<file path="config.mk">
export PLATFORM = sky130hd
export DESIGN_NAME = tt_um_rgbw_controller
export DESIGN_NICKNAME = d
export VERILOG_FILES = /design/src/rgbw_pkg.sv /design/src/spi_byte_rx.sv /design/src/rgbw_frame_decoder.sv /design/src/pwm_prescaler.sv /design/src/rgbw_pwm_gen.sv /design/src/tt_um_rgbw_controller.sv
export SDC_FILE = /design/constraint.sdc
export NUM_CORES = 1
export LEC_CHECK = 0
export ABC_AREA = 1
export BUFFER_PORTS_ARGS = -buffer_cell sky130_fd_sc_hd__buf_2
export CAP_MARGIN = 20
export CORE_ASPECT_RATIO = 1.4
export CORE_MARGIN = 5
export CORE_UTILIZATION = 45
export DETAILED_ROUTE_END_ITERATION = 6
export GPL_TIMING_DRIVEN = 0
export PLACE_DENSITY = 0.63
export SETUP_SLACK_MARGIN = 0.02
export SYNTH_ARGS = -nofsm -noshare
export SYNTH_HDL_FRONTEND = slang
export SYNTH_SLANG_ARGS = --single-unit
</file>
<file path="constraint.sdc">
create_clock -name clk -period 14 [get_ports clk]
set_input_delay 0.7 -clock clk [delete_from_list [all_inputs] [get_ports clk]]
set_output_delay 0.7 -clock clk [all_outputs]
set_load 0.05 [all_outputs]
</file>
<file path="src/rgbw_pkg.sv">
// shared types, decoder state enum, frame and prescaler constants
package rgbw_pkg;

    // colour, brightness or duty level
    typedef logic [7:0] level_t;

    // pwm phase counter
    typedef logic [7:0] pwm_cnt_t;

    // byte position inside a frame, saturates at 7
    typedef logic [2:0] byte_idx_t;

    // channel number: red, green, blue, white
    typedef logic [1:0] chan_idx_t;

    // frame decoder states
    typedef enum logic [1:0] {
        IDLE  = 2'd0,
        RECV  = 2'd1,
        SCALE = 2'd2,
        LOAD  = 2'd3
    } dec_state_t;

    // brightness byte plus four colour levels
    localparam byte_idx_t FRAME_BYTES = 3'd5;

    // red, green, blue, white
    localparam int unsigned NUM_CHAN = 4;
    localparam chan_idx_t LAST_CHAN = chan_idx_t'(NUM_CHAN - 1);

    // clocks per pwm step
    localparam int unsigned PRESC_DIV = 4;
    localparam int unsigned PRESC_W = $clog2(PRESC_DIV);

    // prescaler count and its terminal value
    typedef logic [PRESC_W-1:0] presc_cnt_t;
    localparam presc_cnt_t PRESC_LAST = presc_cnt_t'(PRESC_DIV - 1);

endpackage

</file>
<file path="src/spi_byte_rx.sv">
// spi mode-0 byte receiver with pin synchronizers, ready pulse and cs edge pulses
module spi_byte_rx (
    input  logic             clk,
    input  logic             rst_n,
    input  logic             sck,
    input  logic             cs,
    input  logic             mosi,
    output rgbw_pkg::level_t byte_data,
    output logic             byte_rdy,
    output logic             cs_start,
    output logic             cs_end
);

    // two sync flops per pin, third flop on sck and cs for edge detect
    logic [2:0] sck_sync;
    logic [2:0] cs_sync;
    logic [1:0] mosi_sync;
    // bits already taken in the current byte
    logic [2:0] bit_cnt;
    // first seven bits of the byte, msb first
    logic [6:0] shift_q;
    logic       sck_rise;
    logic       cs_low;

    always_ff @(posedge clk or negedge rst_n) begin
        if (!rst_n) begin
            sck_sync  <= '0;
            // cs idles high
            cs_sync   <= '1;
            mosi_sync <= '0;
        end else begin
            sck_sync  <= {sck_sync[1:0], sck};
            cs_sync   <= {cs_sync[1:0], cs};
            mosi_sync <= {mosi_sync[0], mosi};
        end
    end

    // mode 0, sample on rising sck
    assign sck_rise = sck_sync[1] & ~sck_sync[2];
    assign cs_low   = ~cs_sync[1];

    always_ff @(posedge clk or negedge rst_n) begin
        if (!rst_n) begin
            bit_cnt   <= '0;
            byte_data <= '0;
            byte_rdy  <= 1'b0;
            cs_start  <= 1'b0;
            cs_end    <= 1'b0;
        end else begin
            byte_rdy <= 1'b0;
            // falling cs opens a frame, rising cs closes it
            cs_start <= cs_sync[2] & ~cs_sync[1];
            cs_end   <= ~cs_sync[2] & cs_sync[1];
            if (!cs_low) begin
                // deselected, restart on the next frame
                bit_cnt <= '0;
            end else if (sck_rise) begin
                bit_cnt <= bit_cnt + 3'd1;
                if (bit_cnt == 3'd7) begin
                    // eighth edge completes the byte
                    byte_data <= {shift_q, mosi_sync[1]};
                    byte_rdy  <= 1'b1;
                end
            end
        end
    end

    // shift path, contents only matter once bit_cnt reaches 7
    always_ff @(posedge clk) begin
        if (cs_low && sck_rise) begin
            shift_q <= {shift_q[5:0], mosi_sync[1]};
        end
    end

endmodule

</file>
<file path="src/rgbw_frame_decoder.sv">
// frame decoder: byte counting, raw level storage, brightness scaling, duty load
module rgbw_frame_decoder (
    input  logic             clk,
    input  logic             rst_n,
    input  rgbw_pkg::level_t byte_data,
    input  logic             byte_rdy,
    input  logic             cs_start,
    input  logic             cs_end,
    output rgbw_pkg::level_t duty_r,
    output rgbw_pkg::level_t duty_g,
    output rgbw_pkg::level_t duty_b,
    output rgbw_pkg::level_t duty_w,
    output logic             duty_load,
    output logic             frame_err
);

    rgbw_pkg::dec_state_t state;
    rgbw_pkg::byte_idx_t  byte_cnt;
    // channel being scaled
    rgbw_pkg::chan_idx_t  chan;
    rgbw_pkg::level_t     bright;
    rgbw_pkg::level_t     raw [rgbw_pkg::NUM_CHAN];
    // scaled red, green, blue; white goes straight to its duty
    rgbw_pkg::level_t     shadow [rgbw_pkg::NUM_CHAN-1];
    logic [15:0]          product;
    logic                 last_chan;

    // single shared 8x8 multiplier, one channel per scale cycle
    assign product   = raw[chan] * bright;
    assign last_chan = (chan == rgbw_pkg::LAST_CHAN);

    always_ff @(posedge clk or negedge rst_n) begin
        if (!rst_n) begin
            state     <= rgbw_pkg::IDLE;
            byte_cnt  <= '0;
            chan      <= '0;
            duty_r    <= '0;
            duty_g    <= '0;
            duty_b    <= '0;
            duty_w    <= '0;
            duty_load <= 1'b0;
            frame_err <= 1'b0;
        end else begin
            duty_load <= 1'b0;
            case (state)
                rgbw_pkg::IDLE: begin
                    if (cs_start) begin
                        byte_cnt <= '0;
                        state    <= rgbw_pkg::RECV;
                    end
                end
                rgbw_pkg::RECV: begin
                    if (cs_end) begin
                        if (byte_cnt == rgbw_pkg::FRAME_BYTES) begin
                            chan  <= '0;
                            state <= rgbw_pkg::SCALE;
                        end else begin
                            // wrong length, duties stay as they are
                            frame_err <= 1'b1;
                            state     <= rgbw_pkg::IDLE;
                        end
                    end else if (cs_start) begin
                        byte_cnt <= '0;
                    end else if (byte_rdy && byte_cnt != '1) begin
                        // saturate so long frames still count as bad
                        byte_cnt <= byte_cnt + 3'd1;
                    end
                end
                rgbw_pkg::SCALE: begin
                    chan <= chan + 2'd1;
                    if (last_chan) begin
                        // all four duties change together with the load pulse
                        duty_r    <= shadow[0];
                        duty_g    <= shadow[1];
                        duty_b    <= shadow[2];
                        duty_w    <= product[15:8];
                        duty_load <= 1'b1;
                        frame_err <= 1'b0;
                        state     <= rgbw_pkg::LOAD;
                    end
                end
                rgbw_pkg::LOAD: begin
                    // load cycle, cs_start seen here is dropped
                    state <= rgbw_pkg::IDLE;
                end
                default: state <= rgbw_pkg::IDLE;
            endcase
        end
    end

    // frame payload and scaled results
    always_ff @(posedge clk) begin
        if (state == rgbw_pkg::RECV && byte_rdy && !cs_end) begin
            if (byte_cnt == '0) begin
                bright <= byte_data;
            end else if (byte_cnt < rgbw_pkg::FRAME_BYTES) begin
                raw[rgbw_pkg::chan_idx_t'(byte_cnt - 3'd1)] <= byte_data;
            end
        end
        // upper byte of level times brightness
        if (state == rgbw_pkg::SCALE && !last_chan) begin
            shadow[chan] <= product[15:8];
        end
    end

endmodule

</file>
<file path="src/pwm_prescaler.sv">
// pwm step prescaler, one enable pulse every PRESC_DIV clocks
module pwm_prescaler (
    input  logic clk,
    input  logic rst_n,
    input  logic enable,
    output logic step_en
);

    rgbw_pkg::presc_cnt_t cnt;
    logic                 at_last;

    assign at_last = (cnt == rgbw_pkg::PRESC_LAST);

    always_ff @(posedge clk or negedge rst_n) begin
        if (!rst_n) begin
            cnt     <= '0;
            step_en <= 1'b0;
        end else if (!enable) begin
            // divider off, hold at zero and keep pwm frozen
            cnt     <= '0;
            step_en <= 1'b0;
        end else begin
            // pulse on terminal count
            step_en <= at_last;
            if (at_last) begin
                cnt <= '0;
            end else begin
                cnt <= cnt + 1'b1;
            end
        end
    end

endmodule

</file>
<file path="src/rgbw_pwm_gen.sv">
// four-channel 8-bit pwm generator with duty capture and registered outputs
module rgbw_pwm_gen (
    input  logic             clk,
    input  logic             rst_n,
    input  logic             step_en,
    input  rgbw_pkg::level_t duty_r,
    input  rgbw_pkg::level_t duty_g,
    input  rgbw_pkg::level_t duty_b,
    input  rgbw_pkg::level_t duty_w,
    input  logic             duty_load,
    output logic             pwm_r,
    output logic             pwm_g,
    output logic             pwm_b,
    output logic             pwm_w
);

    rgbw_pkg::pwm_cnt_t cnt;
    rgbw_pkg::pwm_cnt_t cnt_nxt;
    // working duties, used from the next step
    rgbw_pkg::level_t   work_r;
    rgbw_pkg::level_t   work_g;
    rgbw_pkg::level_t   work_b;
    rgbw_pkg::level_t   work_w;

    // wraps 255 -> 0 by width
    assign cnt_nxt = cnt + 8'd1;

    always_ff @(posedge clk or negedge rst_n) begin
        if (!rst_n) begin
            work_r <= '0;
            work_g <= '0;
            work_b <= '0;
            work_w <= '0;
        end else if (duty_load) begin
            work_r <= duty_r;
            work_g <= duty_g;
            work_b <= duty_b;
            work_w <= duty_w;
        end
    end

    always_ff @(posedge clk or negedge rst_n) begin
        if (!rst_n) begin
            cnt   <= '0;
            pwm_r <= 1'b0;
            pwm_g <= 1'b0;
            pwm_b <= 1'b0;
            pwm_w <= 1'b0;
        end else if (step_en) begin
            cnt <= cnt_nxt;
            // high while phase below duty, duty steps out of 256
            pwm_r <= (cnt_nxt < work_r);
            pwm_g <= (cnt_nxt < work_g);
            pwm_b <= (cnt_nxt < work_b);
            pwm_w <= (cnt_nxt < work_w);
        end
    end

endmodule

</file>
<file path="src/tt_um_rgbw_controller.sv">
// rgbw led controller tile top: pin map and block wiring
module tt_um_rgbw_controller (
    input  logic [7:0] ui_in,
    output logic [7:0] uo_out,
    input  logic [7:0] uio_in,
    output logic [7:0] uio_out,
    output logic [7:0] uio_oe,
    input  logic       ena,
    input  logic       clk,
    input  logic       rst_n
);

    rgbw_pkg::level_t byte_data;
    logic             byte_rdy;
    logic             cs_start;
    logic             cs_end;
    rgbw_pkg::level_t duty_r;
    rgbw_pkg::level_t duty_g;
    rgbw_pkg::level_t duty_b;
    rgbw_pkg::level_t duty_w;
    logic             duty_load;
    logic             frame_err;
    logic             step_en;
    logic             pwm_r;
    logic             pwm_g;
    logic             pwm_b;
    logic             pwm_w;

    // pins with no function in this tile
    wire unused = &{ui_in[6], ui_in[2:0], uio_in, 1'b0};

    // sck on ui_in[5], cs on ui_in[4] (active low), mosi on ui_in[3]
    spi_byte_rx i_spi_rx (
        .clk       (clk),
        .rst_n     (rst_n),
        .sck       (ui_in[5]),
        .cs        (ui_in[4]),
        .mosi      (ui_in[3]),
        .byte_data (byte_data),
        .byte_rdy  (byte_rdy),
        .cs_start  (cs_start),
        .cs_end    (cs_end)
    );

    rgbw_frame_decoder i_decoder (
        .clk       (clk),
        .rst_n     (rst_n),
        .byte_data (byte_data),
        .byte_rdy  (byte_rdy),
        .cs_start  (cs_start),
        .cs_end    (cs_end),
        .duty_r    (duty_r),
        .duty_g    (duty_g),
        .duty_b    (duty_b),
        .duty_w    (duty_w),
        .duty_load (duty_load),
        .frame_err (frame_err)
    );

    // divider enable on ui_in[7]
    pwm_prescaler i_prescaler (
        .clk     (clk),
        .rst_n   (rst_n),
        .enable  (ui_in[7]),
        .step_en (step_en)
    );

    rgbw_pwm_gen i_pwm (
        .clk       (clk),
        .rst_n     (rst_n),
        .step_en   (step_en),
        .duty_r    (duty_r),
        .duty_g    (duty_g),
        .duty_b    (duty_b),
        .duty_w    (duty_w),
        .duty_load (duty_load),
        .pwm_r     (pwm_r),
        .pwm_g     (pwm_g),
        .pwm_b     (pwm_b),
        .pwm_w     (pwm_w)
    );

    // led pins low nibble, then step, byte ready, frame error, ena
    assign uo_out  = {ena, frame_err, byte_rdy, step_en, pwm_w, pwm_b, pwm_g, pwm_r};
    // last received byte, bidir pins always driven
    assign uio_out = byte_data;
    assign uio_oe  = 8'hff;

endmodule

</file>
==> results.yml <==
critical_path:
  end_kind: "register"
  critPathArrivalTime_ps: 5660
  critical_path_buf_inv_count: 5
  cp.required_ps: 14160
  crit_type: "register to register"
  path_cells: "buf_6, inv_8, clkbuf_1, nand2_1, nand3_1, nand2_1, nor2_1, fa_1, fa_1, fa_1, inv_1, fa_1, inv_1, ha_1, a21o_1, a31oi_1, nor2_1, nor3_1, nand3_1, and2_1"
  crit_path_max_incr_delay_ps: 550
  worst_path_max_delay_cell: "fa_1"
  crit_top_cell: "fa_1"
  cp-start-kind: "register"
  path_delay_family: "adder cells"
  rrSetupSlack_ps: 8510
  worstPathMaxFanout: 11
grt:
  globalRouteTotalUtil: 0.162
  gr-total-overflow: 0
  grt_start_max_net_pins: 62
  antenna_found_initial: 0
  grt_pass1_wl_um: 31700
  grt_pass1_vias: 6597
yosys:
  syn_area_per_cell_um2: 10.0
  synth_top_area_cell: "dfrtp_1"
  ys_ff_latch: 181
  synth_top_cell_area_share: 0.279
  seq_area_frac_synth: 0.509
  netlist_area_mm2: 0.00961
  synth_top_flop_cell: "dfrtp_1"
  yosys_warnings: 0
  synth_edf_count: 71
  synth-async-reset-ratio: 0.608
  ys_top_cells_by_area: "dfrtp_1, edfxtp_1, ha_1"
  synth.distinct_cells: 47
  syn_inst: 961
sta:
  period_minus_slack_ps: 5490
  worst_pin_slew_ps: 817
  setup_tns_ps: 0
  rsz0062_at_grt: "false"
  period_share: 0.392
  drv_slew: 0
  whs_ps: 355
  fin_skew_ps: 11.2
  max-slew-margin-rel: 0.455
  hold_viol_final: 0
  finalSetupViolCount: 0
  fmax_ghz: 0.182
clock_network:
  cts_made_buffers: 17
  cts_root_buffer: "clkbuf_16"
  hold_buffers: 0
  clock-sinks: 181
  clockBufferDepth: 2
  post-cts-setup-buffer-count: 0
  path_clk_slew_ps: 70
  cts_tree: "yes"
  clock_latency_ps: 430
  cts-resized-gates: 0
  htree_levels: 4
outcome:
  run_status: "completed"
die:
  core_mm2: 0.0211
  die_h_um: 183
  io_pins: 43
  fp.dieArea_mm2: 0.0244
  start_util: 0.455
  num_rows: 63
  dieWidth_um: 133
detailed_routing:
  routed_via_density: 4.80
  vias: 6149
  routed_wl_um: 18400
  wl_per_cell_um: 14.4
  first_pass_iters: 4
  drc_errors: 0
  ant_nets: 0
  drt_iter0_drc: 322
hold_path:
  hold_path.class: "register to register"
final_layout:
  num_antenna_cells: 0
  layout_commonest_cell: "nand2_1"
  mostFrequentLayoutCells: "nand2_1, inv_1, dfrtp_1, nor2_1, ha_1"
  final_nets: 1139
  syn_to_final_growth_pct: 11.2
  drive_above_1_share: 0.114
placement:
  dp_hpwl_um: 14400
  io_buffers: 21
  routabilityCongestion: 0.878
run:
  cap_violations: 0
## synth_stat cells, types with 3 or more instances
cell type,number
edfxtp_1,71
inv_2,8
ha_1,76
a21o_1,5
dfstp_2,3
clkbuf_1,13
and2_1,4
nor3_1,3
buf_4,16
nand3_1,33
a21oi_1,26
buf_2,3
nand2_2,7
nand2_1,248
nand3b_1,5
mux2_2,5
nand2_4,4
nand3_2,5
nor2_1,78
o21ai_1,19
dfrtp_1,107
o21ai_0,35
fa_1,35
xor2_1,8
inv_1,117
## cell families (layout without fill, tap and decap cells)
| logic type | count (synthesis) | after routing | share of synthesized area |
|---|---|---|---|
| other | 1 | 8 | 0.000390 |
| flip-flops | 181 | 181 | 0.509 |
| XOR/XNOR | 11 | 11 | 0.0116 |
| adder cells (fa/ha/maj) | 111 | 111 | 0.172 |
| AO/OA/AOI/OAI | 95 | 95 | 0.0539 |
| multiplexers | 5 | 5 | 0.00586 |
| buffers and inverters | 163 | 217 | 0.0731 |
| AND/OR/NAND/NOR | 394 | 394 | 0.174 |
## stage by stage
| stage | instances | instance area, um2 | setup slack [ps] | util |
|---|---|---|---|---|
| 5_1_grt | 1282 | 10700 | 8170 | 0.506 |
| 3_3_place_gp | 1249 | 10100 | 8480 | 0.476 |
| 4_1_cts | 1282 | 10700 | 8460 | 0.506 |
| 3_5_place_dp | 1250 | 10100 | 8480 | 0.478 |
| 6_report | 1282 | 10700 | 8510 | 0.506 |
| 2_1_floorplan | 968 | 9630 | 9110 | - |
## worst reg2reg max path: stages, from the launching register on
cell and delay [ps]:
dfrtp_1 410, buf_6 170, inv_8 100, clkbuf_1 390
nand2_1 90, nand3_1 110, nand2_1 210, nor2_1 200
fa_1 460, fa_1 520, fa_1 550, inv_1 60
fa_1 520, inv_1 40, ha_1 330, a21o_1 200
a31oi_1 240, nor2_1 110, nor3_1 200, nand3_1 120
and2_1 200
## worst paths after layout
kind,from,endpoint,cells past startpoint
worst max-delay path,i_decoder.chan[0],i_decoder.shadow[1][7],20
worst min-delay path,i_spi_rx.mosi_sync[0],i_spi_rx.mosi_sync[1],0
worst max register to register,i_decoder.chan[0],i_decoder.shadow[1][7],20
worst min register to register,i_spi_rx.mosi_sync[0],i_spi_rx.mosi_sync[1],0
max in group asynchronous,rst_n,i_decoder.duty_w[2],2
min in group asynchronous,rst_n,i_pwm.work_b[2],1
## routing by layer
metal / part of all wire / global-route usage
met3: 0.020 / 0.0261
met5: 0 / 0
met1: 0.38 / 0.169
met2: 0.58 / 0.322
met4: 0.024 / 0.0597
## sequential cells by signal, summed over array words and instances (netlist names), 2 cells and up, named ones only
signal	count
i_spi_rx.sck_sync	3
i_pwm.work_g	8
i_decoder.chan	2
i_decoder.duty_w	8
i_spi_rx.byte_data	8
i_decoder.byte_cnt	3
i_spi_rx.mosi_sync	2
i_decoder.raw	32
i_decoder.shadow	24
i_decoder.duty_g	8
i_spi_rx.shift_q	7
i_prescaler.cnt	2
i_pwm.work_w	8
i_decoder.duty_b	8
i_decoder.duty_r	8
i_pwm.cnt	8
i_spi_rx.bit_cnt	3
i_pwm.work_r	8
i_spi_rx.cs_sync	3
i_decoder.bright	8
i_pwm.work_b	8
## cell type report
class,count,area [um2]
fill,1939,10400
inverter,129,495
sequential,181,4890
timing repair buffer,22,135
clock inverter,12,106
multi-input combinational,624,4040
tap,260,325
buffer,34,206
clock buffer,20,479
Power is left out: the tool's default activity adds up to more than one toggle a clock period on the data nets, which glitch-free logic cannot reach.
